File: src/rtl/cpc_mem_pkg.sv
package cpc_mem_pkg;

	//////////////////////////////
	// Memory geometry
	//////////////////////////////
	localparam int MEM_AW  = 12;  // Byte address width
	localparam int PAGE_AW = 8;   // Offset bits inside one page

	typedef logic [MEM_AW-1:0] mem_addr_t;
	typedef logic [7:0]        byte_t;

	//////////////////////////////
	// Download stream
	//////////////////////////////
	localparam byte_t IDX_ROM  = 8'd0;  // System ROM image
	localparam byte_t IDX_EXT  = 8'd3;  // Expansion ROM, page taken from extension
	localparam byte_t IDX_TAPE = 8'd4;  // Tape image

	// Fixed ROM pages, counted inside the ROM half
	localparam int SLOT_OS     = 0;
	localparam int SLOT_BASIC  = 1;
	localparam int SLOT_AMSDOS = 7;

	// Tape image starts at page 1 of the RAM half
	localparam mem_addr_t TAPE_BASE = mem_addr_t'(2 ** PAGE_AW);

endpackage

File: src/rtl/mem_port_if.sv
`timescale 1ns/100ps

interface mem_port_if
	import cpc_mem_pkg::*;
();

	logic      req;     // Held with its fields until gnt
	logic      we;
	mem_addr_t addr;
	byte_t     wdata;
	logic      gnt;     // Single cycle, access done here
	byte_t     rdata;
	logic      rvalid;  // Cycle after a read grant

	modport requester (
		output req, we, addr, wdata,
		input  gnt, rdata, rvalid
	);

	modport arbiter (
		input  req, we, addr, wdata,
		output gnt, rdata, rvalid
	);

endinterface

File: src/rtl/tape_fetch.sv
`timescale 1ns/100ps

module tape_fetch
	import cpc_mem_pkg::*;
#(
	parameter int MEM_AW = cpc_mem_pkg::MEM_AW
) (
	input  logic          clk_sys,
	input  logic          reset,
	input  logic          dl_active_i,
	input  logic          tape_load_i,
	input  mem_addr_t     tape_last_i,
	input  logic          tape_req_i,
	output logic          tape_ack_o,
	output byte_t         tape_data_o,
	output logic          tape_end_o,
	mem_port_if.requester mem
);

	logic [MEM_AW-1:0] play_addr_q;
	logic              rd_wait_q;  // Granted, data due next cycle
	logic              start;

	// New toggle, nothing in flight and no download running
	assign start = (tape_req_i ^ tape_ack_o) & ~dl_active_i & ~tape_end_o
		& ~mem.req & ~rd_wait_q;

	assign mem.we    = 1'b0;
	assign mem.addr  = play_addr_q;
	assign mem.wdata = '0;

	always_ff @(posedge clk_sys) begin
		if (reset) begin
			play_addr_q <= TAPE_BASE;
			rd_wait_q   <= 1'b0;
			tape_ack_o  <= 1'b0;
			tape_end_o  <= 1'b0;
			mem.req     <= 1'b0;
		end else begin
			if (mem.gnt) begin
				mem.req   <= 1'b0;
				rd_wait_q <= 1'b1;
			end
			if (mem.rvalid) begin
				rd_wait_q   <= 1'b0;
				tape_ack_o  <= ~tape_ack_o;
				play_addr_q <= play_addr_q + 1'b1;
			end
			if (tape_load_i) begin
				play_addr_q <= TAPE_BASE;  // Rewind on new image
				tape_end_o  <= 1'b0;
			end else if (start) begin
				if (play_addr_q <= tape_last_i)
					mem.req <= 1'b1;
				else
					tape_end_o <= 1'b1;  // Past last byte, no ack
			end
		end
	end

	always_ff @(posedge clk_sys) begin
		if (mem.rvalid)
			tape_data_o <= mem.rdata;
	end

endmodule

File: src/flat_wrapper.sv
// flat-port wrapper written by rule: the top's interface ports become plain ports
module tape_fetch_flat import cpc_mem_pkg::*;
#(
	parameter int MEM_AW = cpc_mem_pkg::MEM_AW
)
  (clk_sys, reset, dl_active_i, tape_load_i, tape_last_i, tape_req_i, tape_ack_o, tape_data_o, tape_end_o, mem_req, mem_we, mem_addr, mem_wdata, mem_gnt, mem_rdata, mem_rvalid);
  mem_port_if mem_i ();
  input  logic clk_sys;
  input  logic reset;
  input  logic dl_active_i;
  input  logic tape_load_i;
  input  mem_addr_t tape_last_i;
  input  logic tape_req_i;
  output logic tape_ack_o;
  output byte_t tape_data_o;
  output logic tape_end_o;
  output wire logic [$bits(mem_i.req)-1:0] mem_req;
  output wire logic [$bits(mem_i.we)-1:0] mem_we;
  output wire logic [$bits(mem_i.addr)-1:0] mem_addr;
  output wire logic [$bits(mem_i.wdata)-1:0] mem_wdata;
  input wire logic [$bits(mem_i.gnt)-1:0] mem_gnt;
  input wire logic [$bits(mem_i.rdata)-1:0] mem_rdata;
  input wire logic [$bits(mem_i.rvalid)-1:0] mem_rvalid;
  assign mem_req = mem_i.req;
  assign mem_we = mem_i.we;
  assign mem_addr = mem_i.addr;
  assign mem_wdata = mem_i.wdata;
  assign mem_i.gnt = mem_gnt;
  assign mem_i.rdata = mem_rdata;
  assign mem_i.rvalid = mem_rvalid;
  tape_fetch #(.MEM_AW(MEM_AW)) u_core (.clk_sys(clk_sys), .reset(reset), .dl_active_i(dl_active_i), .tape_load_i(tape_load_i), .tape_last_i(tape_last_i), .tape_req_i(tape_req_i), .tape_ack_o(tape_ack_o), .tape_data_o(tape_data_o), .tape_end_o(tape_end_o), .mem(mem_i));
endmodule
File: config.mk
export PLATFORM = sky130hd
export DESIGN_NAME = tape_fetch_flat
export DESIGN_NICKNAME = d
export VERILOG_FILES = /design/src/rtl/cpc_mem_pkg.sv /design/src/rtl/mem_port_if.sv /design/src/rtl/tape_fetch.sv /design/src/flat_wrapper.sv
export SDC_FILE = /design/constraint.sdc
export NUM_CORES = 1
export LEC_CHECK = 0
export BUFFER_PORTS_ARGS = -buffer_cell sky130_fd_sc_hd__buf_4
export CAP_MARGIN = 30
export CORE_MARGIN = 1
export CORE_UTILIZATION = 46
export CTS_CLUSTER_SIZE = 10
export DETAILED_ROUTE_END_ITERATION = 6
export PLACE_DENSITY = 0.77
export SLEW_MARGIN = 0
export SYNTH_ARGS = -nofsm -noshare
export SYNTH_HDL_FRONTEND = slang
export SYNTH_SLANG_ARGS = --single-unit
File: constraint.sdc
create_clock -name clk_sys -period 2 [get_ports clk_sys]
set_input_delay 0.4 -clock clk_sys [delete_from_list [all_inputs] [get_ports clk_sys]]
set_output_delay 0.4 -clock clk_sys [all_outputs]
set_load 0.1 [all_outputs]
-- Word-level counts from Yosys, hierarchy flattened
Cells that the tools add are included.
- add/sub/neg operators: 1
- magnitude comparators: 1
- mux-type cells: 4
- bitwise logic cells: 11
- reductions and logical operators: 3
- operator list (operator ; number):
    12-bit by 1-bit adder with 12-bit output (second input constant) ; 1
    12-bit less-or-equal comparator ; 1
    1-bit NOT ; 6
    1-bit bitwise AND ; 4
    1-bit 2-to-1 mux ; 4
    2-bit OR reduction ; 2
    2-bit AND reduction ; 1
    1-bit bitwise XOR ; 1
- bits in registers: 24
- input bits: 27
- output and inout port bits: 32

-- Depth between registers and ports, before layout
- word-level depth: 7
- depth in mapped cells: 7
- mapped depth without buffers: 7

-- Least setup slack after synthesis
No wires, ideal clock.
- path kind: register to register
- from: register u_core.play_addr_q[1], in the netlist u_core.mem.addr[1]
- to: register u_core.tape_end_o
- library setup time: 0.118 ns
- arrival: 2.056 ns
- data required time: 1.882 ns
- path slack: -0.174 ns
- cell stages (with the launch flop): 7
- path buffers: 0
- clock period less this slack: 2.174 ns
- cell sequence: dfxtp_1 > ha_1 > nor2b_1 > o211ai_1 > a211o_1 > a31oi_1 > a22o_1
- cells in the longest elaborated chain, start to end: 3
- RTL lines (item ; line ; text):
    from (decl) ; tape_fetch.sv:20 ; logic [MEM_AW-1:0] play_addr_q;
    from (signal assigned) ; tape_fetch.sv:47 ; play_addr_q <= play_addr_q + 1'b1;
    12-bit less-or-equal comparator ; tape_fetch.sv:53 ; if (play_addr_q <= tape_last_i)
    1-bit NOT (no line) ; -- ;
    2-bit AND reduction (no line) ; -- ;
    to (signal assigned) ; tape_fetch.sv:37 ; tape_end_o <= 1'b0;
    to (signal assigned) ; tape_fetch.sv:51 ; tape_end_o <= 1'b0;
    to (signal assigned) ; tape_fetch.sv:56 ; tape_end_o <= 1'b1;
    to (decl) ; tape_fetch.sv:16 ; output logic tape_end_o,
No other way between the ends.
A chain may end at the register's enable or synchronous reset.

-- Worst setup path in the final report
- from: register u_core.play_addr_q[10], in the netlist u_core.mem.addr[10]
- to: register u_core.tape_end_o
The elaborated chain is that of the path after synthesis.

==> reports/qor.txt <==
# rows: 18
Status: completed
Remaining Overflow, GRT: 0
Hold Vio Cnt, Final: 0
Yosys warns: 0
Finish-stage setup viols: 0
Peak VDD IR: 0.563 mV
Post-CTS Repair Setup Buffers: 0
Clock Skews: 0.00164 ns
Residual DRC: 0
RSZ-0062 raised after global routing: false
EDFF count, synth: 8
Leakage dissipation: 0.000820 µW
ANT cells: 0
Vias in the first global route: 965
Switching share of total power: 33.8%
CP required: 2.23 ns
Post-synth top area share: 24.8%
Power per cell area: 709 nW/µm²
Final Max Slew Viols: 0
Most frequent CP cell: a21oi_1
Comb pwr share: 26.6%
H-tree depth: 1
Cell internal pwr: 802 µW
Post-CTS Resized: 0
Nets: 222
Die width: 55.0 µm
Core ar.: 2570 µm²
First-pass GRT wire length: 4080 µm
DR pass1 iterations: 5
Fillers: 208
Critical Path End Type: flop
Most common cell in the netlist: dfxtp_1
CP top delay family: compound AO/OA/AOI/OAI gates
Max_cap viols: 0
CP Data Arrival Time: 1.87 ns
Per-cell routed wire length: 12.6 µm
Setup_tns: 0 ns
Netlist Area Pre-Place: 1290 µm²
Ports: 59
Synth Flop Type: dfxtp_1
Port bufs: 49
Cell breakdown of the critical path: ha_1, a21oi_1, nand2_1, a21oi_1, a31oi_1, a22o_1
WP buf/inv: 0
Register bit total from synthesis: 24
Ys async rst share: 0%
Cells after DPL: 207
Clock group share of total power: 29.4%
Final period util: 82.4%
Post-route insts no fill: 211
Synth unique cells: 34
Final Critical Period: 1.65 ns
Synth-to-Final Area Change: 32.3%
Vias: 1,039
Post-DP HPWL: 2110 µm
Clock Tree Buf Depth: 2
Fmax achieved: 0.607 GHz
GRT Overall Usage: 19.2%
Sequential power share: 44.0%
Clock buffer count from CTS: 3
Die Ht: 55.0 µm
Initial antenna violation count: 0
DIE AREA: 3020 µm²
R2R setup slack: 0.35 ns
Gate Count Post-Synth: 131
Syn_area_per_cell: 9.86 µm²
Clock root cell: clkbuf_4
Post-synth top cells: dfxtp_1, ha_1, nor2_1
CP startpoint kind: flop
CTS Hold Buffers Added: 0
Final antenna-violating net count: 0
Initial Util: 50.3%
WS Path Type: reg -> reg
CP max stage cell: dfxtp_2
CTS tree: built
Via density: 4.92
Routability cong.: 0.808
CP max stage delay: 0.37 ns
Share of cells above drive strength 1: 39.2%
Hold/Removal Path Class: in -> reg
DR iter-0 viols: 8
Total routed wirelength: 2660 µm
Reg clk slew, reported paths: 0.13 ns
Worst skew pair latency: 0.32 ns
Sink Count: 24
Sequential-to-total area share from yosys stat: 43.4%
Most area-hungry cell type in the Yosys netlist: dfxtp_1
Largest net degree at the start of global routing: 16
Largest cells by area after synthesis: dfxtp_1, edfxtp_1, ha_1
Switching pwr: 409 µW
Crit-path max FO: 4
## kinds of logic after synthesis
logic type	synth area share, %
and+or+nand+nor	18.1
DFF	43.4
buffers and inverters	9.88
adders and majority gates	12.6
AOI/OAI and AO/OA	6.78
xor gates and xnor gates	8.14
other	0.290
muxes	0.775
## worst reg2reg max path, stage by stage, from the launching register on
cell and delay, ns:
dfxtp_2 0.37, ha_1 0.32, a21oi_1 0.17, nand2_1 0.08, a21oi_1 0.20, a31oi_1 0.17
a22o_1 0.24
## cell usage in the layout (no fill, tap or decap), drive strengths merged
master   n
a211o    1
a21oi    6
a22o     1
a31oi    1
and3     5
and4     1
buf     49
bufinv   1
clkbuf   3
conb     9
dfxtp   16
edfxtp   8
ha      13
inv     12
mux2i    1
nand2   10
nand2b   1
nand3    1
nand4    5
nor2    13
nor2b    1
nor3     3
o211ai   1
o21ai    2
o41ai    1
or2      1
or3      1
or3b     1
or4      1
xnor2    4
xor2     8
## cell type report
cell class / instances / area, µm² / area share, %
inverters: 12 / 45.0 / 2.64
flip-flops and latches: 24 / 572 / 33.5
repair buffers: 49 / 368 / 21.5
multi-input cells: 92 / 633 / 37.1
clock buffers: 3 / 22.5 / 1.32
clock inverters: 1 / 30.0 / 1.76
well taps: 30 / 37.5 / 2.20
## registers in the layout (all words and copies together) (netlist names)
signal and cells:
u_core.tape_end_o 1, u_core.tape_data_o 8, u_core.tape_ack_o 1, u_core.mem.addr 12
u_core.mem.req 1, u_core.rd_wait_q 1
## layer usage
layer / GRT usage, % / wire, µm / vias to the layer above
met5: 0 / 0 / -
met4: 10.8 / 59 / 0
met3: 3.28 / 64 / 4
met2: 33.5 / 1430 / 20
met1: 21.9 / 1100 / 485
li1: - / - / 530
## final timing paths
kind	to	cells after the start	from
max	u_core.tape_end_o$_SDFFE_PP0P_	6	u_core.mem.addr[10]$_SDFFE_PP0P_
min	u_core.tape_data_o[1]$_DFFE_PP_	1	mem_rdata[1]
max reg2reg	u_core.tape_end_o$_SDFFE_PP0P_	6	u_core.mem.addr[10]$_SDFFE_PP0P_
min reg2reg	u_core.rd_wait_q$_SDFFE_PP0P_	2	u_core.rd_wait_q$_SDFFE_PP0P_
## stage by stage
| step | total power, µW | utilization, % | worst slack [ns] | cell area (µm²) | hold WS (ns) |
|---|---|---|---|---|---|
| after floorplan | 804 | - | 0.00205 | 1330 | 0.467 |
| after global placement | 863 | 64.5 | 0.332 | 1660 | 0.483 |
| after detailed placement | 867 | 64.5 | 0.274 | 1660 | 0.492 |
| after CTS | 1220 | 66.5 | 0.351 | 1710 | 0.230 |
| after global routing | 1250 | 66.5 | 0.256 | 1710 | 0.224 |
| final | 1210 | 66.5 | 0.352 | 1710 | 0.241 |
## power groups by stage
stage / Sequential, µW / Combinational, µW / Clock, µW
floorplan: 672 / 132 / 0
global placement: 543 / 319 / 0
detailed placement: 544 / 323 / 0
CTS: 533 / 324 / 365
global route: 535 / 338 / 379
finish: 532 / 323 / 356
No activity file was read; power rests on OpenSTA's default activity.
