**src/rtl/cpc_mem_pkg.sv**
```systemverilog
package cpc_mem_pkg;

	//////////////////////////////
	// Memory geometry
	//////////////////////////////
	localparam int MEM_AW  = 12;  // Byte address width
	localparam int PAGE_AW = 8;   // Offset bits inside one page

	typedef logic [MEM_AW-1:0] mem_addr_t;
	typedef logic [7:0]        byte_t;

	//////////////////////////////
	// Download stream
	//////////////////////////////
	localparam byte_t IDX_ROM  = 8'd0;  // System ROM image
	localparam byte_t IDX_EXT  = 8'd3;  // Expansion ROM, page taken from extension
	localparam byte_t IDX_TAPE = 8'd4;  // Tape image

	// Fixed ROM pages, counted inside the ROM half
	localparam int SLOT_OS     = 0;
	localparam int SLOT_BASIC  = 1;
	localparam int SLOT_AMSDOS = 7;

	// Tape image starts at page 1 of the RAM half
	localparam mem_addr_t TAPE_BASE = mem_addr_t'(2 ** PAGE_AW);

endpackage

```
**src/rtl/mem_port_if.sv**
```systemverilog
`timescale 1ns/100ps

interface mem_port_if
	import cpc_mem_pkg::*;
();

	logic      req;     // Held with its fields until gnt
	logic      we;
	mem_addr_t addr;
	byte_t     wdata;
	logic      gnt;     // Single cycle, access done here
	byte_t     rdata;
	logic      rvalid;  // Cycle after a read grant

	modport requester (
		output req, we, addr, wdata,
		input  gnt, rdata, rvalid
	);

	modport arbiter (
		input  req, we, addr, wdata,
		output gnt, rdata, rvalid
	);

endinterface

```
**src/rtl/cpu_apb_port.sv**
```systemverilog
`timescale 1ns/100ps

module cpu_apb_port
	import cpc_mem_pkg::*;
#(
	parameter int MEM_AW = cpc_mem_pkg::MEM_AW
) (
	input  logic          clk_sys,
	input  logic          reset,
	input  logic          psel_i,
	input  logic          penable_i,
	input  logic          pwrite_i,
	input  mem_addr_t     paddr_i,
	input  byte_t         pwdata_i,
	output byte_t         prdata_o,
	output logic          pready_o,
	mem_port_if.requester mem
);

	typedef enum logic [1:0] {ST_IDLE, ST_GNT, ST_DATA} state_t;

	state_t state_q;
	logic   pready_q;  // Write completion pulse
	logic   setup;

	assign setup    = psel_i & ~penable_i;
	assign pready_o = pready_q | (state_q == ST_DATA && mem.rvalid);
	assign prdata_o = mem.rdata;  // Valid with rvalid

	always_ff @(posedge clk_sys) begin
		if (reset) begin
			state_q  <= ST_IDLE;
			pready_q <= 1'b0;
			mem.req  <= 1'b0;
		end else begin
			pready_q <= 1'b0;
			case (state_q)
				ST_IDLE: begin
					if (setup) begin
						if (pwrite_i && paddr_i[MEM_AW-1]) begin
							pready_q <= 1'b1;  // ROM half is read-only for the CPU
						end else begin
							mem.req <= 1'b1;
							state_q <= ST_GNT;
						end
					end
				end
				ST_GNT: begin
					if (mem.gnt) begin
						mem.req <= 1'b0;
						if (mem.we) begin
							pready_q <= 1'b1;
							state_q  <= ST_IDLE;
						end else begin
							state_q <= ST_DATA;
						end
					end
				end
				ST_DATA: begin
					if (mem.rvalid)
						state_q <= ST_IDLE;
				end
				default: state_q <= ST_IDLE;
			endcase
		end
	end

	// Request fields captured in the setup phase
	always_ff @(posedge clk_sys) begin
		if (state_q == ST_IDLE && setup) begin
			mem.we    <= pwrite_i;
			mem.addr  <= paddr_i;
			mem.wdata <= pwdata_i;
		end
	end

endmodule

```
**src/flat_wrapper.sv**
```systemverilog
// flat-port wrapper written by rule: the top's interface ports become plain ports
module cpu_apb_port_flat import cpc_mem_pkg::*;
#(
	parameter int MEM_AW = cpc_mem_pkg::MEM_AW
)
  (clk_sys, reset, psel_i, penable_i, pwrite_i, paddr_i, pwdata_i, prdata_o, pready_o, mem_req, mem_we, mem_addr, mem_wdata, mem_gnt, mem_rdata, mem_rvalid);
  mem_port_if mem_i ();
  input  logic clk_sys;
  input  logic reset;
  input  logic psel_i;
  input  logic penable_i;
  input  logic pwrite_i;
  input  mem_addr_t paddr_i;
  input  byte_t pwdata_i;
  output byte_t prdata_o;
  output logic pready_o;
  output wire logic [$bits(mem_i.req)-1:0] mem_req;
  output wire logic [$bits(mem_i.we)-1:0] mem_we;
  output wire logic [$bits(mem_i.addr)-1:0] mem_addr;
  output wire logic [$bits(mem_i.wdata)-1:0] mem_wdata;
  input wire logic [$bits(mem_i.gnt)-1:0] mem_gnt;
  input wire logic [$bits(mem_i.rdata)-1:0] mem_rdata;
  input wire logic [$bits(mem_i.rvalid)-1:0] mem_rvalid;
  assign mem_req = mem_i.req;
  assign mem_we = mem_i.we;
  assign mem_addr = mem_i.addr;
  assign mem_wdata = mem_i.wdata;
  assign mem_i.gnt = mem_gnt;
  assign mem_i.rdata = mem_rdata;
  assign mem_i.rvalid = mem_rvalid;
  cpu_apb_port #(.MEM_AW(MEM_AW)) u_core (.clk_sys(clk_sys), .reset(reset), .psel_i(psel_i), .penable_i(penable_i), .pwrite_i(pwrite_i), .paddr_i(paddr_i), .pwdata_i(pwdata_i), .prdata_o(prdata_o), .pready_o(pready_o), .mem(mem_i));
endmodule
```
**config.mk**
```make
export PLATFORM = sky130hd
export DESIGN_NAME = cpu_apb_port_flat
export DESIGN_NICKNAME = d
export VERILOG_FILES = /design/src/rtl/cpc_mem_pkg.sv /design/src/rtl/mem_port_if.sv /design/src/rtl/cpu_apb_port.sv /design/src/flat_wrapper.sv
export SDC_FILE = /design/constraint.sdc
export NUM_CORES = 1
export LEC_CHECK = 0
export ABC_AREA = 1
export BUFFER_PORTS_ARGS = -buffer_cell sky130_fd_sc_hd__buf_2
export CAP_MARGIN = 20
export CORE_UTILIZATION = 41
export CTS_BUF_LIST = sky130_fd_sc_hd__clkbuf_8
export CTS_CLUSTER_SIZE = 20
export DETAILED_ROUTE_END_ITERATION = 16
export PLACE_DENSITY = 0.77
export SETUP_SLACK_MARGIN = 0.05
export SLEW_MARGIN = 5
export SYNTH_ARGS = -nofsm -noshare
export SYNTH_HDL_FRONTEND = slang
export SYNTH_SLANG_ARGS = --single-unit
```
**constraint.sdc**
```tcl
create_clock -name clk_sys -period 2.8 [get_ports clk_sys]
set_clock_uncertainty 0.05 [all_clocks]
set_input_delay 0.28 -clock clk_sys [delete_from_list [all_inputs] [get_ports clk_sys]]
set_output_delay 0.28 -clock clk_sys [all_outputs]
set_load 0.01 [all_outputs]
```
Yosys cells after proc, flatten, opt, wreduce, memory -nomap -nowiden
Cells that the tools add are included.
Cells by class
  eq/ne operators: 6
  mux-type cells: 15
  bitwise logic cells: 3
  reduce and logical (&&, ||, !) cells: 7
Operators by type and width (count)
  2-to-1 mux 2 bit: 5
  AND reduction 4 bit: 2
  2-to-1 mux 1 bit: 7
  inequality test 2 bit, second input constant: 3
  one-hot mux 2 bit (3 select lines): 1
  one-hot mux 1 bit (2 select lines): 2
  logical AND 1 bit: 3
  equality test 2 x 1 -> 1 bit, second input constant: 1
  equality test 2 bit, second input constant: 1
  logical NOT 2 bit: 1
  inequality test 2 x 1 -> 1 bit, second input constant: 1
  nonzero test 2 bit: 1
  bitwise AND 1 bit: 1
  NOT 1 bit: 1
  OR 1 bit: 1
Word-level totals
  bits in registers: 25
  input bits: 35
  output and inout port bits: 31
  word-level logic and storage cells: 37

Logic depth before layout (Yosys ltp)
Gate-level depths: netlist (run 1).
  depth in word-level cells: 4
  mapped depth: 7
  gate-level depth less buffers: 7

Least setup slack after synthesis (run 1)
No wires, ideal clock.
  path type: in2reg
  start point: in penable_i
  end point: reg u_core.mem.req
  library setup time: 0.074 ns
  arrival: 2.335 ns
  slack: 0.341 ns
  stages on the path: 5
  buffers on the path: 0
  path through: inv_1 > nand2_1 > nor3_1 > nand3_1 > a21oi_1
On the way
  cells in the longest elaborated chain, start to end: 4
RTL lines
  start, declared: RTL line flat_wrapper.sv:11  | input logic penable_i;
  NOT 1 bit: RTL line cpu_apb_port.sv:26  | assign setup = psel_i & ~penable_i;
  bitwise AND 1 bit: RTL line cpu_apb_port.sv:26
  inequality test 2 x 1 -> 1 bit (no line)
  AND reduction 4 bit (no line)
  end signal, assigned: RTL line cpu_apb_port.sv:34  | mem.req <= 1'b0;
  end signal, assigned: RTL line cpu_apb_port.sv:43  | mem.req <= 1'b1;
  end signal, assigned: RTL line cpu_apb_port.sv:50  | mem.req <= 1'b0;
  end, declared: RTL line mem_port_if.sv:16  | output req, we, addr, wdata,
No other way between the ends.
A chain may end at the register's enable or synchronous reset.

Worst setup path in the final report (run 1)
  start point: reg u_core.state_q[0]
  end point: out pready_o
On the way
  cells in the longest elaborated chain, start to end: 3
RTL lines
  start, declared: RTL line cpu_apb_port.sv:22  | state_t state_q;
  start signal, assigned: RTL line cpu_apb_port.sv:32  | state_q <= ST_IDLE;
  start signal, assigned: RTL line cpu_apb_port.sv:44  | state_q <= ST_GNT;
  start signal, assigned: RTL line cpu_apb_port.sv:53  | state_q <= ST_IDLE;
  equality test 2 bit: RTL line cpu_apb_port.sv:27  | assign pready_o = pready_q | (state_q == ST_DATA && mem.rvalid);
  logical AND 1 bit: RTL line cpu_apb_port.sv:27
  OR 1 bit: RTL line cpu_apb_port.sv:27
  end, declared: RTL line flat_wrapper.sv:16  | output logic pready_o;
No other way between the ends.

==> key figures, run 1 <==
Critical path
  • Cell type of the slowest stage on the worst timing path: dfxtp_1
  • Cells along the critical path: inv_1, a31o_2, buf_2
  • CP Class: flip-flop to output pin
  • Critical Path Sink Type: output pin
  • Slowest stage delay, CP: 430 ps
  • Startpoint types: flip-flop
  • Required time of the critical path: 2470 ps
  • Crit path max fanout: 5
  • Data arrival at the endpoint of the critical path: 1130 ps

Synth
  • Warnings, synthesis: 0
  • Distinct cell type count of the synthesized netlist: 14
  • Portion of the post-synthesis area used by sequential elements: 0.787
  • Post-synth top area cell: edfxtp_1
  • Post-synthesis instance area: 903 µm²
  • Net Count, Synth: 95
  • Average size of a mapped cell: 15.1 µm²
  • Most area-consuming cells after synthesis: edfxtp_1 (70%), dfxtp_1 (8.9%), buf_4 (6.6%), nand2_1 (3.3%), a21oi_1 (2.2%)
  • Yosys reg bits: 25
  • Post-synth top area share: 0.698
  • Mapped Cells: 60

Placement
  • Place WS: 1450 ps
  • RD Place Congestion: 0.716
  • Port buffer count: 49

Power and ir drop
  • Total leakage power: 0.519 nW
  • Power density over the cells: 577 nW/µm²
  • Maximum resistive drop on vdd: 0.000273 V

Routing
  • Count of routing violations after the opening detailed-route iteration: 5
  • Routed via count divided by cell count: 4.46
  • WL per Instance: 10.9 µm
  • Total iterations of the first detailed-routing run: 4
  • Vias: 593
  • Number of routed nets with antenna violations: 0
  • Total length of routed wires: 1450 µm
  • DRC Markers: 0

Die
  • Core Box Area: 2020 µm²
  • Total die area: 2400 µm²
  • Effective utilization at floorplan: 0.447
  • Standard-cell row count: 16
  • Horizontal extent of the die: 48.9 µm
  • Top-level I/O count: 66
  • Vertical die dimension: 48.9 µm

GRT
  • Initial antenna violation count: 0
  • Largest net degree at the start of global routing: 22
  • Global-route wire length before repair: 2140 µm
  • Vias in the first global route: 507
  • Global routing usage summed across all routing layers: 0.119
  • Gr ovfl total: 0

Clock network
  • CTS tree: yes
  • Clock Sink Count: 25
  • Root Buffer Master: clkbuf_8
  • Post-cts resize count: 0
  • Post-CTS repair timing setup buffer count: 0
  • Clock latency of the later-clocked register in the worst-skew pair: 250 ps
  • Cts bufs inserted: 3
  • Number of H-tree branching levels: 1
  • Buffers from clock root to sink, at most: 2
  • Clock edge transition at the registers on the reported setup and hold paths: 80 ps
  • CTS hold repair buffers: 0

Timing
  • Fin worst setup slack: 1340 ps
  • Clock period minus worst slack: 1460 ps
  • Final hold slack: 147 ps
  • Number of setup violations in the final report: 0
  • Number of hold violations in the final report: 0
  • Period Utilization, post-route: 0.521
  • Maximum clock frequency: 0.685 GHz
  • Unrepaired setup endpoints after global routing: no
  • Max transition margin: 0.826
  • Slew of the pin with the lowest slew margin: 260 ps
  • Sum of negative setup slack: 0 ps
  • Final slew viol count: 0

Outcome
  • Run status: finished clean

Cells and area
  • Synth-to-layout area growth: 30.6%
  • Number of nets at the end of the flow: 142
  • Number of fill cells: 180
  • Final standard cell utilization of the core: 0.584
  • Antenna diode count: 0
  • Share of layout cells above drive strength 1: 0.528

Worst hold path
  • Hold Crit Class: input pin to flip-flop

Run
  • Number of maximum-capacitance constraint violations: 0
==> per-stage QoR <==
stage	instances	power [mW]	instance area [µm²]
2_1_floorplan	60	0.473	903
3_3_place_gp	129	0.496	1130
3_5_place_dp	129	0.497	1130
4_1_cts	133	0.688	1180
5_1_grt	133	0.710	1180
6_report	133	0.681	1180
==> worst max-delay path: cells and delay by family (launching register included) <==
| kind | cells | cell delay [ps] |
|---|---|---|
| AO/OA/AOI/OAI | 1 | 210 |
| buffers and inverters | 2 | 240 |
| flip-flops | 1 | 430 |
==> logic make-up after synthesis <==
family,synth area share
flip-flops,0.787
AND/OR/NAND/NOR,0.0928
buffers and inverters,0.0831
AO/OA/AOI/OAI,0.0374
==> synthesized netlist by cell type <==
cell type  instances
edfxtp_1          21
buf_4              8
nand2_1            8
a21oi_1            4
dfxtp_1            4
inv_1              4
nand4_1            2
nor2_1             2
nor3_1             2
a31o_2             1
nand3_1            1
nand3b_1           1
nand3b_2           1
o21ai_0            1
==> power breakdown <==
group	leakage, nW	switching, mW	internal, mW
Clock	0.0269	0.0956	0.0975
Combinational	0.264	0.0322	0.0283
Sequential	0.229	0.00501	0.422
==> state kept, by name (all words and copies together) (netlist names) <==
register	flops
u_core.mem.addr	12
u_core.mem.wdata	8
u_core.state_q	2
u_core.mem.req	1
u_core.mem.we	1
u_core.pready_q	1
==> final cells by class <==
| cell class | instances | area (µm²) | area share |
|---|---|---|---|
| multi-input combinational | 23 | 123 | 0.104 |
| timing repair buffer | 50 | 253 | 0.214 |
| inverter | 4 | 15.0 | 0.0127 |
| sequential | 25 | 711 | 0.602 |
| clock buffer | 3 | 41.3 | 0.0350 |
| tap | 27 | 33.8 | 0.0286 |
| clock inverter | 1 | 3.75 | 0.00318 |
==> placed cells by master, fill, tap and decap left out <==
| master | instances |
|---|---|
| nor3_2 | 1 |
| nand3_1 | 1 |
| nand2_1 | 8 |
| edfxtp_1 | 21 |
| nor2_1 | 2 |
| a31o_2 | 1 |
| inv_1 | 5 |
| nand3b_1 | 1 |
| a21oi_1 | 4 |
| nand4_1 | 2 |
| buf_4 | 1 |
| dfxtp_1 | 4 |
| o21ai_0 | 1 |
| clkbuf_8 | 3 |
| nand3b_2 | 1 |
| buf_2 | 49 |
| nor3_1 | 1 |
==> per-layer routing <==
layer	up-vias	track usage	wire length (µm)
li1	297	-	-
met1	244	0.168	674
met5	-	0	0
met4	0	0.0490	5
met3	2	0.0436	226
met2	50	0.164	541
==> worst paths after layout <==
check / startpoint / endpoint / slack [ps] / depth (start not counted)
max: u_core.state_q[0] / pready_o / 1340 / 3
min: pwdata_i[6] / u_core.mem.wdata[6] / 150 / 1
min reg2reg: u_core.mem.req / u_core.mem.req / 420 / 2
max reg2reg: u_core.state_q[1] / u_core.mem.addr[9] / 1510 / 2
(Power assumes the default switching activity.)
==> run 2: changes to the inputs <==
Clock period 2.8 ns to 1.46 ns, I/O delays scaled along.
==> key figures, run 2 (synthesized netlist as in run 1, its figures left out) <==
Timing
  • Slew of the pin with the lowest slew margin: 271 ps (was 260 ps)
  • Sum of negative setup slack: 0 ps (unchanged)
  • Number of hold violations in the final report: 0 (unchanged)
  • Unrepaired setup endpoints after global routing: no (unchanged)
  • Fin worst setup slack: 173 ps (was 1340 ps)
  • Final slew viol count: 0 (unchanged)
  • Maximum clock frequency: 0.777 GHz
  • Clock period minus worst slack: 1290 ps
  • Period Utilization, post-route: 0.881
  • Number of setup violations in the final report: 0 (unchanged)
  • Max transition margin: 0.819 (was 0.826)
  • Final hold slack: 9.55 ps (was 147 ps)

Clock network
  • Cts bufs inserted: 3 (unchanged)
  • Root Buffer Master: clkbuf_8 (unchanged)
  • Clock edge transition at the registers on the reported setup and hold paths: 80 ps (about the same)
  • Number of H-tree branching levels: 1 (unchanged)
  • Buffers from clock root to sink, at most: 2 (unchanged)
  • Post-CTS repair timing setup buffer count: 0 (unchanged)
  • CTS tree: yes (unchanged)
  • Clock latency of the later-clocked register in the worst-skew pair: 260 ps (was 250 ps)
  • Clock Sink Count: 25 (unchanged)

Routing
  • Count of routing violations after the opening detailed-route iteration: 16 (was 5)
  • Number of routed nets with antenna violations: 0 (unchanged)
  • Routed via count divided by cell count: 4.47 (was 4.46)
  • Total iterations of the first detailed-routing run: 4 (unchanged)
  • DRC Markers: 0 (unchanged)
  • WL per Instance: 12.3 µm (was 10.9 µm)
  • Total length of routed wires: 1650 µm (was 1450 µm)
  • Vias: 604 (was 593)

Cells and area
  • Biggest regs: u_core.mem.addr x12, u_core.mem.wdata x8, u_core.state_q x2 (unchanged)
  • Antenna diode count: 0 (unchanged)
  • Largest Register: u_core.mem.addr (unchanged)
  • Number of fill cells: 175 (was 180)
  • Most common cell after layout, fill and taps aside: buf_2 (unchanged)
  • Final std cell area, no fill: 1220 µm² (was 1180 µm²)
  • Top library cells by usage in the layout, fill and taps aside: buf_2 (49), edfxtp_1 (21), nand2_1 (8) (unchanged)
  • Share of layout cells above drive strength 1: 0.537 (was 0.528)
  • Non-filler instance count after layout: 135 (was 133)
  • Final standard cell utilization of the core: 0.604 (was 0.584)
  • Number of nets at the end of the flow: 144 (was 142)
  • Synth-to-layout area growth: 35.2% (was 30.6%)
  • Number of flip-flops under the largest register name: 12 (unchanged)

GRT
  • Global routing usage summed across all routing layers: 0.151 (was 0.119)
  • Global-route wire length before repair: 2690 µm (was 2140 µm)
  • Gr ovfl total: 0 (unchanged)
  • Initial antenna violation count: 0 (unchanged)
  • Largest net degree at the start of global routing: 23 (was 22)
  • Vias in the first global route: 573 (was 507)

Critical path
  • Number of buffer and inverter stages on the critical path: 2 (unchanged)
  • Cell family contributing the most delay on the critical path: flip-flops (unchanged)
  • CP Class: flip-flop to output pin (unchanged)
  • Cell type of the slowest stage on the worst timing path: dfxtp_2 (was dfxtp_1)
  • Critical Path Sink Type: output pin (unchanged)
  • Slowest stage delay, CP: 400 ps (was 430 ps)
  • Startpoint types: flip-flop (unchanged)
  • Required time of the critical path: 1260 ps (was 2470 ps)
  • Data arrival at the endpoint of the critical path: 1090 ps (was 1130 ps)
  • Cells along the critical path: inv_1, a31o_2, buf_2 (unchanged)
  • Crit path max fanout: 5 (unchanged)

Die
  • Total die area: 2400 µm² (unchanged)
  • Vertical die dimension: 48.9 µm (unchanged)
  • Core Box Area: 2020 µm² (unchanged)
  • Standard-cell row count: 16 (unchanged)
  • Horizontal extent of the die: 48.9 µm (unchanged)
  • Effective utilization at floorplan: 0.447 (unchanged)
  • Top-level I/O count: 66 (unchanged)

Placement
  • Cells after DPL: 129 (unchanged)
  • Instance area at placement: 1150 µm² (was 1130 µm²)
  • Port buffer count: 49 (unchanged)
  • RD Place Congestion: 0.855 (was 0.716)
  • Detail Placement HPWL: 1290 µm
  • Place WS: 259 ps (was 1450 ps)

Power and ir drop
  • Maximum resistive drop on vdd: 0.000728 V (was 0.000273 V)
  • Power density over the cells: 1090 nW/µm² (was 577 nW/µm²)
  • Total leakage power: 0.528 nW (was 0.519 nW)
  • Overall power of the completed layout: 1.34 mW (was 0.681 mW)

Worst hold path
  • Hold Crit Class: input pin to flip-flop (unchanged)

Outcome
  • Run status: finished clean (unchanged)

Run
  • Number of maximum-capacitance constraint violations: 0 (unchanged)
run 2: what timing repair did:
action | CTS | global route
endpoints found under the setup margin | 0 | 1
hold endpoints to repair | 0 | 2
gates resized for setup | 0 | 1
hold buffers | 0 | 2
run 2: report_power, final:
group          switching, mW  leakage [nW]  internal, mW
Clock                  0.197        0.0255         0.190
Sequential            0.0107         0.229         0.810
Combinational         0.0656         0.273        0.0638
Total                  0.273         0.528          1.06
run 2: path summary, 6_finish.rpt:
kind | slack (ps) | start | endpoint | cells after the start
hold / removal | 10 | pwdata_i[5] | u_core.mem.wdata[5] | 1
setup reg to reg | 260 | u_core.state_q[1] | u_core.mem.req | 5
hold reg to reg | 430 | u_core.mem.req | u_core.mem.req | 2
setup / recovery | 170 | u_core.state_q[0] | pready_o | 3
run 2: worst reg2reg max path: stages, from the launching register on:
cell and delay (ps):
dfxtp_1 480, inv_1 130, nand3b_2 110, nand2_1 80, o21ai_0 150, a21oi_1 80
run 2: layout make-up:
type,instances,area [µm²],area share
Clock inverter,1,5.00,0.00410
Sequential cell,25,712,0.583
Clock buffer,3,41.3,0.0338
Inverter,4,15.0,0.0123
Multi-Input combinational cell,23,129,0.106
Tap cell,27,33.8,0.0277
Timing Repair Buffer,52,285,0.234
run 2: metal layers:
layer | vias up | global-route usage | routed length (µm)
met4 | 0 | 0.0980 | 41
li1 | 300 | - | -
met2 | 36 | 0.245 | 773
met1 | 258 | 0.187 | 695
met5 | - | 0 | 0
met3 | 10 | 0.0218 | 143
