===== config.mk =====
export PLATFORM = sky130hd
export DESIGN_NAME = rom_loader_flat
export DESIGN_NICKNAME = d
export VERILOG_FILES = /design/src/rtl/cpc_mem_pkg.sv /design/src/rtl/mem_port_if.sv /design/src/rtl/rom_loader.sv /design/src/flat_wrapper.sv
export SDC_FILE = /design/constraint.sdc
export NUM_CORES = 1
export LEC_CHECK = 0
export ABC_CLOCK_PERIOD_IN_PS = 6500
export BUFFER_PORTS_ARGS = -buffer_cell sky130_fd_sc_hd__buf_2
export CAP_MARGIN = 20
export CORE_MARGIN = 2
export CORE_UTILIZATION = 52
export CTS_CLUSTER_SIZE = 10
export DETAILED_ROUTE_END_ITERATION = 16
export GPL_TIMING_DRIVEN = 1
export PLACE_DENSITY = 0.95
export SLEW_MARGIN = 5
export SYNTH_ARGS = -nofsm -noshare
export SYNTH_HDL_FRONTEND = slang
export SYNTH_SLANG_ARGS = --single-unit
export TNS_END_PERCENT = 20

===== constraint.sdc =====
create_clock -name clk_sys -period 6.5 [get_ports clk_sys]
set_clock_uncertainty 0.15 [all_clocks]
set_input_delay 0 -clock clk_sys [delete_from_list [all_inputs] [get_ports clk_sys]]
set_output_delay 0 -clock clk_sys [all_outputs]
set_load 0.03 [all_outputs]

===== src/rtl/cpc_mem_pkg.sv =====
package cpc_mem_pkg;

	//////////////////////////////
	// Memory geometry
	//////////////////////////////
	localparam int MEM_AW  = 12;  // Byte address width
	localparam int PAGE_AW = 8;   // Offset bits inside one page

	typedef logic [MEM_AW-1:0] mem_addr_t;
	typedef logic [7:0]        byte_t;

	//////////////////////////////
	// Download stream
	//////////////////////////////
	localparam byte_t IDX_ROM  = 8'd0;  // System ROM image
	localparam byte_t IDX_EXT  = 8'd3;  // Expansion ROM, page taken from extension
	localparam byte_t IDX_TAPE = 8'd4;  // Tape image

	// Fixed ROM pages, counted inside the ROM half
	localparam int SLOT_OS     = 0;
	localparam int SLOT_BASIC  = 1;
	localparam int SLOT_AMSDOS = 7;

	// Tape image starts at page 1 of the RAM half
	localparam mem_addr_t TAPE_BASE = mem_addr_t'(2 ** PAGE_AW);

endpackage


===== src/rtl/mem_port_if.sv =====
`timescale 1ns/100ps

interface mem_port_if
	import cpc_mem_pkg::*;
();

	logic      req;     // Held with its fields until gnt
	logic      we;
	mem_addr_t addr;
	byte_t     wdata;
	logic      gnt;     // Single cycle, access done here
	byte_t     rdata;
	logic      rvalid;  // Cycle after a read grant

	modport requester (
		output req, we, addr, wdata,
		input  gnt, rdata, rvalid
	);

	modport arbiter (
		input  req, we, addr, wdata,
		output gnt, rdata, rvalid
	);

endinterface


===== src/rtl/rom_loader.sv =====
`timescale 1ns/100ps

module rom_loader
	import cpc_mem_pkg::*;
#(
	parameter int  MEM_AW    = cpc_mem_pkg::MEM_AW,
	parameter int  PAGE_AW   = cpc_mem_pkg::PAGE_AW,
	localparam int RP_W      = MEM_AW - 1 - PAGE_AW,
	localparam int ROM_PAGES = 2 ** RP_W
) (
	input  logic                 clk_sys,
	input  logic                 reset,
	input  logic                 dl_active_i,
	input  byte_t                dl_index_i,
	input  logic                 dl_wr_i,
	input  mem_addr_t            dl_addr_i,
	input  byte_t                dl_data_i,
	input  logic [15:0]          dl_ext_i,
	mem_port_if.requester        mem,
	output logic [ROM_PAGES-1:0] rom_map_o,
	output mem_addr_t            tape_last_o,
	output logic                 tape_load_o
);

	typedef logic [RP_W-1:0] rom_page_t;

	logic                      active_q;        // dl_active_i one cycle back
	logic                      ext_ok_q;
	rom_page_t                 ext_page_q;
	logic                      tape_started_q;
	logic                      dl_start;
	logic [4:0]                hex_hi;
	logic [4:0]                hex_lo;
	logic                      ext_ok;
	rom_page_t                 ext_page;
	logic [MEM_AW-PAGE_AW-1:0] dl_page;
	logic [PAGE_AW-1:0]        dl_offset;
	logic                      map_ok;
	mem_addr_t                 map_addr;
	logic                      dl_tape;
	logic                      tape_wr;
	logic                      tape_first;

	// {valid, value} of one ASCII hex digit
	function automatic logic [4:0] hex_digit(input byte_t c);
		logic [4:0] d;
		d = 5'd0;
		if (c >= "0" && c <= "9")
			d = {1'b1, c[3:0]};
		else if (c >= "A" && c <= "F")
			d = {1'b1, c[3:0] + 4'd9};
		return d;
	endfunction

	assign dl_start = dl_active_i & ~active_q;
	assign hex_hi   = hex_digit(dl_ext_i[15:8]);
	assign hex_lo   = hex_digit(dl_ext_i[7:0]);

	//////////////////////////////
	// Extension start page
	//////////////////////////////
	always_comb begin
		ext_ok   = ext_ok_q;
		ext_page = ext_page_q;
		if (dl_start && dl_index_i == IDX_EXT) begin
			ext_ok   = 1'b0;              // Bad extension drops the whole file
			ext_page = '0;
			if (dl_ext_i == "ZZ") begin
				ext_ok = 1'b1;
			end else if (hex_hi[4] && hex_lo[4]) begin
				ext_ok   = 1'b1;
				ext_page = rom_page_t'({hex_hi[3:0], hex_lo[3:0]});  // Wraps on page count
			end
		end
	end

	//////////////////////////////
	// Download address mapping
	//////////////////////////////
	always_comb begin
		dl_page   = dl_addr_i[MEM_AW-1:PAGE_AW];
		dl_offset = dl_addr_i[PAGE_AW-1:0];
		map_ok    = 1'b0;
		map_addr  = '0;
		dl_tape   = 1'b0;
		case (dl_index_i)
			IDX_ROM: begin
				map_ok = 1'b1;
				case (dl_page)
					0: map_addr = {1'b1, rom_page_t'(SLOT_OS), dl_offset};
					1: map_addr = {1'b1, rom_page_t'(SLOT_BASIC), dl_offset};
					2: map_addr = {1'b1, rom_page_t'(SLOT_AMSDOS), dl_offset};
					default: map_ok = 1'b0;
				endcase
			end
			IDX_EXT: begin
				map_ok   = ext_ok;
				map_addr = {1'b1, rom_page_t'(ext_page + dl_page[RP_W-1:0]), dl_offset};
			end
			IDX_TAPE: begin
				map_addr = TAPE_BASE + dl_addr_i;
				map_ok   = ~map_addr[MEM_AW-1];  // Tape must stay in the RAM half
				dl_tape  = 1'b1;
			end
			default: ;
		endcase
	end

	assign tape_wr    = dl_active_i & dl_wr_i & map_ok & dl_tape;
	assign tape_first = tape_wr & (~tape_started_q | dl_start);
	assign mem.we     = 1'b1;

	always_ff @(posedge clk_sys) begin
		if (reset) begin
			active_q       <= 1'b0;
			ext_ok_q       <= 1'b1;
			ext_page_q     <= '0;
			tape_started_q <= 1'b0;
			tape_load_o    <= 1'b0;
			tape_last_o    <= TAPE_BASE - 1'b1;  // Empty tape
			rom_map_o      <= '0;
			mem.req        <= 1'b0;
		end else begin
			active_q    <= dl_active_i;
			ext_ok_q    <= ext_ok;
			ext_page_q  <= ext_page;
			tape_load_o <= tape_first;
			mem.req     <= dl_active_i & dl_wr_i & map_ok;  // Granted next cycle
			if (tape_wr) begin
				tape_started_q <= 1'b1;
				if (tape_first || map_addr > tape_last_o)
					tape_last_o <= map_addr;
			end else if (dl_start) begin
				tape_started_q <= 1'b0;
			end
			if (mem.gnt && mem.addr[MEM_AW-1])
				rom_map_o[mem.addr[MEM_AW-2:PAGE_AW]] <= 1'b1;
		end
	end

	always_ff @(posedge clk_sys) begin
		mem.addr  <= map_addr;
		mem.wdata <= dl_data_i;
	end

endmodule


===== src/flat_wrapper.sv =====
// flat-port wrapper written by rule: the top's interface ports become plain ports
module rom_loader_flat import cpc_mem_pkg::*;
#(
	parameter int  MEM_AW    = cpc_mem_pkg::MEM_AW,
	parameter int  PAGE_AW   = cpc_mem_pkg::PAGE_AW,
	localparam int RP_W      = MEM_AW - 1 - PAGE_AW,
	localparam int ROM_PAGES = 2 ** RP_W
)
  (clk_sys, reset, dl_active_i, dl_index_i, dl_wr_i, dl_addr_i, dl_data_i, dl_ext_i, rom_map_o, tape_last_o, tape_load_o, mem_req, mem_we, mem_addr, mem_wdata, mem_gnt, mem_rdata, mem_rvalid);
  mem_port_if mem_i ();
  input  logic clk_sys;
  input  logic reset;
  input  logic dl_active_i;
  input  byte_t dl_index_i;
  input  logic dl_wr_i;
  input  mem_addr_t dl_addr_i;
  input  byte_t dl_data_i;
  input  logic [15:0] dl_ext_i;
  output logic [ROM_PAGES-1:0] rom_map_o;
  output mem_addr_t tape_last_o;
  output logic tape_load_o;
  output wire logic [$bits(mem_i.req)-1:0] mem_req;
  output wire logic [$bits(mem_i.we)-1:0] mem_we;
  output wire logic [$bits(mem_i.addr)-1:0] mem_addr;
  output wire logic [$bits(mem_i.wdata)-1:0] mem_wdata;
  input wire logic [$bits(mem_i.gnt)-1:0] mem_gnt;
  input wire logic [$bits(mem_i.rdata)-1:0] mem_rdata;
  input wire logic [$bits(mem_i.rvalid)-1:0] mem_rvalid;
  assign mem_req = mem_i.req;
  assign mem_we = mem_i.we;
  assign mem_addr = mem_i.addr;
  assign mem_wdata = mem_i.wdata;
  assign mem_i.gnt = mem_gnt;
  assign mem_i.rdata = mem_rdata;
  assign mem_i.rvalid = mem_rvalid;
  rom_loader #(.MEM_AW(MEM_AW), .PAGE_AW(PAGE_AW)) u_core (.clk_sys(clk_sys), .reset(reset), .dl_active_i(dl_active_i), .dl_index_i(dl_index_i), .dl_wr_i(dl_wr_i), .dl_addr_i(dl_addr_i), .dl_data_i(dl_data_i), .dl_ext_i(dl_ext_i), .mem(mem_i), .rom_map_o(rom_map_o), .tape_last_o(tape_last_o), .tape_load_o(tape_load_o));
endmodule

Yosys cells after proc, flatten, opt, wreduce, memory -nomap -nowiden

Index checks and enable logic that the tools add are counted.

Output and inout port bits: 43
Logic and storage cells: 73
Register bits after elaboration: 48

Mux-type cells: 19
Add/sub/neg operators: 4
Equal/unequal tests: 5
Bitwise logic cells: 10
Magnitude comparators: 11
Reduce and logical (&&, ||, !) cells: 14

Operator list:

| kind                    | number |
|---|---|
| $pmux W12 S3            | 2 |
| $mux W5                 | 4 |
| $eq A16 B15 Y1 const B  | 1 |
| $ge A8 B6 Y1 const B    | 2 |
| $ge A8 B7 Y1 const B    | 2 |
| $le A8 B6 Y1 const B    | 2 |
| $le A8 B7 Y1 const B    | 2 |
| $add A9 B12 Y12 const A | 1 |
| $gt A12 B12 Y1          | 1 |
| $mux W3                 | 3 |
| $add A4 B4 Y4 const B   | 2 |
| $eq A8 B2 Y1 const B    | 1 |
| $eq A8 B3 Y1 const B    | 1 |
| $logic_and A1 B1 Y1     | 8 |
| $logic_not A8 Y1        | 1 |
| $mux W1                 | 8 |
| $or A8 B8 Y8            | 1 |
| $and A1 B1 Y1           | 5 |
| $eq A4 B1 Y1 const B    | 1 |
| $eq A4 B2 Y1 const B    | 1 |
| $logic_not A4 Y1        | 1 |
| $lt A3 B4 Y1 const B    | 1 |
| $add A3 B3 Y3           | 1 |
| $demux W1 S3            | 1 |
| other kinds (8)         | 10 |

Logic depth before layout (Yosys ltp)

Word-level depth: 14
Mapped depth: 21
Gate-level depth less buffers: 20

Least setup slack after synthesis

Ideal clock, no wire load.

Kind: input port to flip-flop
Start point: input port dl_index_i[5]
End point: register u_core.tape_last_o[8]
Library setup time: 116 ps
Cell stages on the path: 20
Slack: 2,403 ps
Arrival: 3,831 ps
Cell sequence: nor4_4 > nand2b_2 > or4_4 > buf_6 > nand2_1 > o31ai_2 > ha_1 > fa_1 > xnor2_1 > xnor2_1 > a41oi_1 > o21ai_1 > ha_1 > and4_1 > nand3_1 > a21oi_1 > nor4_1 > clkbuf_1 > nor4b_1 > a31o_1

Elaborated cells between the ends (all ways): 16
Classes of those cells: add/sub: 1; order compare: 1; eq/ne: 2; mux: 5; bitwise: 3; reduce/logical: 4

RTL lines:

| item                               | RTL line           | text |
|---|---|---|
| start, declared                    | flat_wrapper.sv:14 | `input byte_t dl_index_i;` |
| $eq A8 B2 Y1                       | rom_loader.sv:65   | `if (dl_start && dl_index_i == IDX_EXT) begin` |
| $logic_and A1 B1 Y1                | rom_loader.sv:65   |  |
| $mux W3                            | rom_loader.sv:65   |  |
| net u_core.ext_page[0]             | rom_loader.sv:35   | `rom_page_t ext_page;` |
| $add A3 B3 Y3                      | rom_loader.sv:98   | `map_addr = {1'b1, rom_page_t'(ext_page + dl_page[RP_W-1:0]), dl_offset};` |
| $pmux W12 S3                       | rom_loader.sv:86   | `case (dl_index_i)` |
| net u_core.map_addr[10]            | rom_loader.sv:39   | `mem_addr_t map_addr;` |
| $gt A12 B12 Y1                     | rom_loader.sv:131  | `if (tape_first \|\| map_addr > tape_last_o)` |
| $logic_or A1 B1 Y1                 | rom_loader.sv:131  |  |
| $reduce_and A2 Y1 (no source line) | -                  |  |
| end signal, assigned               | rom_loader.sv:120  | `tape_last_o <= TAPE_BASE - 1'b1;` |
| end signal, assigned               | rom_loader.sv:132  | `tape_last_o <= map_addr;` |
| end, declared                      | rom_loader.sv:21   | `output mem_addr_t tape_last_o,` |

The timed path passes the listed nets, and every way through them passes these cells.
A chain may end at the register's enable or synchronous reset.

Worst setup path after layout

Start point: input port dl_index_i[3]
End point: register u_core.tape_last_o[10]

Elaborated cells between the ends (all ways): 16
Classes of those cells: add/sub: 1; order compare: 1; eq/ne: 2; mux: 5; bitwise: 3; reduce/logical: 4

RTL lines:

| item                               | RTL line |
|---|---|
| $eq A8 B2 Y1 *                     | rom_loader.sv:65 |
| $logic_and A1 B1 Y1 *              | rom_loader.sv:65 |
| $mux W3 *                          | rom_loader.sv:65 |
| net u_core.ext_page[0]             | rom_loader.sv:35 |
| $add A3 B3 Y3 *                    | rom_loader.sv:98 |
| $pmux W12 S3 *                     | rom_loader.sv:86 |
| net u_core.map_addr[10]            | rom_loader.sv:39 |
| $gt A12 B12 Y1                     | rom_loader.sv:131 |
| $logic_or A1 B1 Y1                 | rom_loader.sv:131 |
| $reduce_and A2 Y1 (no source line) | - |

The timed path passes the listed nets; every way through them passes the cells marked *.

==> run_summary.xml <==
<?xml version="1.0" encoding="UTF-8"?>
<metrics>
  <group name="run_status">
    <metric name="run_status" unit="">completed</metric>
  </group>
  <group name="sta">
    <metric name="max_slew_margin" unit="">0.641</metric>
    <metric name="final.min_clock_period" unit="ns">4.96</metric>
    <metric name="fin_crit_share" unit="">0.763</metric>
    <metric name="grt_setup_unrepaired" unit="">false</metric>
    <metric name="final-setup-viol-count" unit="">0</metric>
    <metric name="achievable-frequency" unit="GHz">0.202</metric>
    <metric name="hold_viol" unit="">0</metric>
    <metric name="totalNegativeSetupSlack" unit="ns">0</metric>
    <metric name="worst_slew_pin_slew" unit="ns">0.534</metric>
    <metric name="slew_violations" unit="">0</metric>
    <metric name="hold-worst-slack" unit="ns">0.0118</metric>
  </group>
  <group name="layout">
    <metric name="layout_commonest_cell" unit="">sky130_fd_sc_hd__buf_2</metric>
    <metric name="nNetsFinal" unit="">458</metric>
    <metric name="final_cell_area" unit="um^2">3280</metric>
    <metric name="fillerInstances" unit="">352</metric>
    <metric name="antenna_cells" unit="">0</metric>
    <metric name="layout_area_growth_over_synthesis" unit="%">32.9</metric>
    <metric name="fin_cells" unit="">433</metric>
    <metric name="sequential_cell_area" unit="um^2">961</metric>
    <metric name="area_occupied_by_multi_input_gates" unit="um^2">1380</metric>
    <metric name="layout.cells.most_common_list" unit="">sky130_fd_sc_hd__buf_2, sky130_fd_sc_hd__dfxtp_1, sky130_fd_sc_hd__dlygate4sd3_1, sky130_fd_sc_hd__ha_1, sky130_fd_sc_hd__inv_1</metric>
    <metric name="layout-drive-gt1-share" unit="">0.277</metric>
  </group>
  <group name="synthesis">
    <metric name="synth_async_sr_flop_share" unit="">0</metric>
    <metric name="synthesis.area_per_instance" unit="um^2">9.31</metric>
    <metric name="yosys_warnings" unit="">0</metric>
    <metric name="yosys_most_used_dff" unit="">sky130_fd_sc_hd__dfxtp_1</metric>
    <metric name="synth_enable_flop_cells" unit="">0</metric>
    <metric name="synth_cell_type_count" unit="">52</metric>
    <metric name="syn-cell-area" unit="um^2">2470</metric>
    <metric name="synthesis.nets" unit="">345</metric>
    <metric name="synthCells" unit="">265</metric>
    <metric name="yosysSeqAreaShare" unit="">0.390</metric>
    <metric name="synth.ff_latch_count" unit="">48</metric>
  </group>
  <group name="global_route">
    <metric name="grt_use_total" unit="">0.234</metric>
    <metric name="grt_remaining_overflow" unit="">0</metric>
    <metric name="grt_max_degree" unit="">24</metric>
    <metric name="first_global_vias" unit="">2372</metric>
    <metric name="global_route_wire_length_before_repair" unit="um">9950</metric>
    <metric name="antenna_found_initial" unit="">0</metric>
  </group>
  <group name="place">
    <metric name="globalplace.congestion" unit="">0.815</metric>
    <metric name="dpl_cell_area" unit="um^2">2940</metric>
    <metric name="numPortBuffers" unit="">90</metric>
    <metric name="placed_cells_incl_taps" unit="">400</metric>
    <metric name="place_hpwl" unit="um">4360</metric>
  </group>
  <group name="clock_tree">
    <metric name="clock_slew_at_reported_path_ffs" unit="ns">0.09</metric>
    <metric name="cts-resized-gates" unit="">0</metric>
    <metric name="tritoncts_clock_tree" unit="">built</metric>
    <metric name="root_buffer" unit="">sky130_fd_sc_hd__clkbuf_8</metric>
    <metric name="worstSkewPairLatency" unit="ns">0.29</metric>
    <metric name="cts_sinks" unit="">48</metric>
    <metric name="h-tree-depth" unit="">2</metric>
    <metric name="clk_path_buf_depth" unit="">2</metric>
    <metric name="ctsHoldBuffers" unit="">25</metric>
    <metric name="inserted_clock_buffers" unit="">5</metric>
    <metric name="cts_setup_buffers" unit="">0</metric>
  </group>
  <group name="pwr">
    <metric name="clkPwrFrac" unit="">0.321</metric>
    <metric name="cellInternalPower" unit="uW">407</metric>
    <metric name="power.total" unit="uW">544</metric>
    <metric name="share_comb_of_total_power" unit="">0.132</metric>
    <metric name="pwr_density_cell" unit="nW/um^2">166</metric>
    <metric name="ir_worst_vdd" unit="mV">0.111</metric>
    <metric name="power.share.switching" unit="">0.251</metric>
    <metric name="power_switching" unit="uW">137</metric>
    <metric name="power.sequential.fraction" unit="">0.547</metric>
    <metric name="p_leak" unit="uW">0.00157</metric>
  </group>
  <group name="floorplan">
    <metric name="die_area" unit="um^2">5310</metric>
    <metric name="die_height" unit="um">72.9</metric>
    <metric name="chipWidth" unit="um">72.9</metric>
    <metric name="floorplan.initialDensity" unit="">0.529</metric>
    <metric name="design.core.area" unit="um^2">4660</metric>
    <metric name="io_pins" unit="">101</metric>
    <metric name="std_cell_rows" unit="">25</metric>
  </group>
  <group name="drt">
    <metric name="viasPerCell" unit="">5.52</metric>
    <metric name="wl_per_cell" unit="um">13.8</metric>
    <metric name="drtAntennaViolNets" unit="">0</metric>
    <metric name="routed_wirelength" unit="um">5990</metric>
    <metric name="dr.first_iter.drc_count" unit="">90</metric>
    <metric name="post-route-drc-count" unit="">0</metric>
    <metric name="num_vias" unit="">2390</metric>
    <metric name="detailedRoute.firstPassIterationCount" unit="">4</metric>
  </group>
  <group name="critical_path">
    <metric name="critical_path_required" unit="ns">6.53</metric>
    <metric name="worst_setup_path_start_kind" unit="">input pin</metric>
    <metric name="worstPathArrival" unit="ns">4.99</metric>
    <metric name="timing.critical_path.fanout_max" unit="">12</metric>
    <metric name="worst-setup-path-type" unit="">input pin to register</metric>
    <metric name="endpoint_kind" unit="">register</metric>
  </group>
  <group name="hold_path">
    <metric name="hp-class" unit="">input pin to register</metric>
  </group>
  <group name="run">
    <metric name="drv_cap" unit="">0</metric>
  </group>
</metrics>
[routing by layer]
metal,GRT usage,part of all wire
met5,0,0
met4,0.103,0.024
met3,0.0539,0.056
met2,0.412,0.49
met1,0.269,0.43
[sequential cells by signal (all words and copies together), names as in the netlist, 3 cells and up]
name	cells
u_core.mem.addr	12
u_core.tape_last_o	12
u_core.mem.wdata	8
u_core.rom_map_o	8
u_core.ext_page_q	3
[final timing paths]
kind	slack, ns	cells after the start	start	endpoint
worst max-delay path	1.54	19	dl_index_i[3]	u_core.tape_last_o[10]
worst min-delay path	0.01	5	mem_gnt	u_core.rom_map_o[4]
worst max register to register	1.70	17	u_core.active_q	u_core.tape_last_o[10]
worst min register to register	0.33	2	u_core.rom_map_o[3]	u_core.rom_map_o[3]
[cells by family (layout without fill, tap and decap cells)]
family,after synthesis,count (layout),synth area share
AOI/OAI and AO/OA,64,64,0.186
muxes,2,2,0.00862
DFF,48,48,0.390
adders and majority gates,22,22,0.115
buffers and inverters,29,143,0.0518
xor gates and xnor gates,6,6,0.0213
and+or+nand+nor,93,93,0.227
other,1,1,0.00152
[synth_stat cells (2+ instances only)]
cell	count	share of area
sky130_fd_sc_hd__a21o_1	5	0.015
sky130_fd_sc_hd__a21oi_1	17	0.034
sky130_fd_sc_hd__a22o_1	2	0.0071
sky130_fd_sc_hd__a22oi_1	2	0.0061
sky130_fd_sc_hd__a31oi_1	2	0.0051
sky130_fd_sc_hd__a41oi_1	2	0.0071
sky130_fd_sc_hd__and2_1	10	0.025
sky130_fd_sc_hd__and3_1	4	0.010
sky130_fd_sc_hd__buf_6	2	0.0091
sky130_fd_sc_hd__clkbuf_1	7	0.011
sky130_fd_sc_hd__dfxtp_1	48	0.39
sky130_fd_sc_hd__ha_1	21	0.11
sky130_fd_sc_hd__inv_1	19	0.029
sky130_fd_sc_hd__nand2_1	13	0.020
sky130_fd_sc_hd__nand2b_1	6	0.015
sky130_fd_sc_hd__nand3_1	4	0.0081
sky130_fd_sc_hd__nand4_1	2	0.0051
sky130_fd_sc_hd__nand4b_1	3	0.011
sky130_fd_sc_hd__nand4bb_1	3	0.014
sky130_fd_sc_hd__nor2_1	18	0.027
sky130_fd_sc_hd__nor2b_1	6	0.015
sky130_fd_sc_hd__nor3_1	4	0.0081
sky130_fd_sc_hd__nor3b_1	3	0.0091
sky130_fd_sc_hd__nor4_1	3	0.0076
sky130_fd_sc_hd__nor4b_1	2	0.0071
sky130_fd_sc_hd__o211ai_1	12	0.037
sky130_fd_sc_hd__o21a_1	3	0.0091
sky130_fd_sc_hd__o21ai_0	3	0.0061
sky130_fd_sc_hd__o21ai_1	2	0.0041
sky130_fd_sc_hd__o21bai_1	2	0.0061
sky130_fd_sc_hd__o31a_1	7	0.025
sky130_fd_sc_hd__o31ai_2	2	0.010
sky130_fd_sc_hd__or2_1	3	0.0076
sky130_fd_sc_hd__xnor2_1	4	0.014
sky130_fd_sc_hd__xor2_1	2	0.0071
[critical path, stage by stage]
cell                            delay (ns)
sky130_fd_sc_hd__dlygate4sd3_1        0.53
sky130_fd_sc_hd__buf_2                0.13
sky130_fd_sc_hd__nand2b_2             0.19
sky130_fd_sc_hd__or4_4                0.60
sky130_fd_sc_hd__nand2_1              0.11
sky130_fd_sc_hd__o31ai_2              0.08
sky130_fd_sc_hd__ha_1                 0.19
sky130_fd_sc_hd__fa_1                 0.38
sky130_fd_sc_hd__xnor2_1              0.28
sky130_fd_sc_hd__xnor2_1              0.10
sky130_fd_sc_hd__a41oi_1              0.21
sky130_fd_sc_hd__o21ai_1              0.12
sky130_fd_sc_hd__ha_1                 0.31
sky130_fd_sc_hd__and4_1               0.22
sky130_fd_sc_hd__nand3_1              0.12
sky130_fd_sc_hd__nor3_1               0.18
sky130_fd_sc_hd__or2_1                0.38
sky130_fd_sc_hd__or2_1                0.49
sky130_fd_sc_hd__mux2_1               0.38
[through the flow]
stage	worst slack, ns	utilization
3_3_place_gp	1.69	0.630
3_5_place_dp	1.52	0.630
5_1_grt	1.30	0.703
6_report	1.54	0.703
4_1_cts	1.58	0.703
2_1_floorplan	2.40	-
[final cells by class]
cell class	instances	area share
Tap cell	54	0.0206
Timing Repair Buffer	116	0.216
Clock buffer	5	0.0210
Clock inverter	3	0.00725
Inverter	19	0.0218
Sequential cell	48	0.293
Multi-Input combinational cell	188	0.420
[power by group through the flow]
stage	Sequential (uW)	Combinational (uW)	Clock, uW
after global placement	305	57.1	0
after detailed placement	305	59.7	0
final	298	71.9	174
after global routing	298	78.6	187
after floorplan	311	26.5	0
after CTS	298	70.7	178
Power figures use the tool's default switching activity.
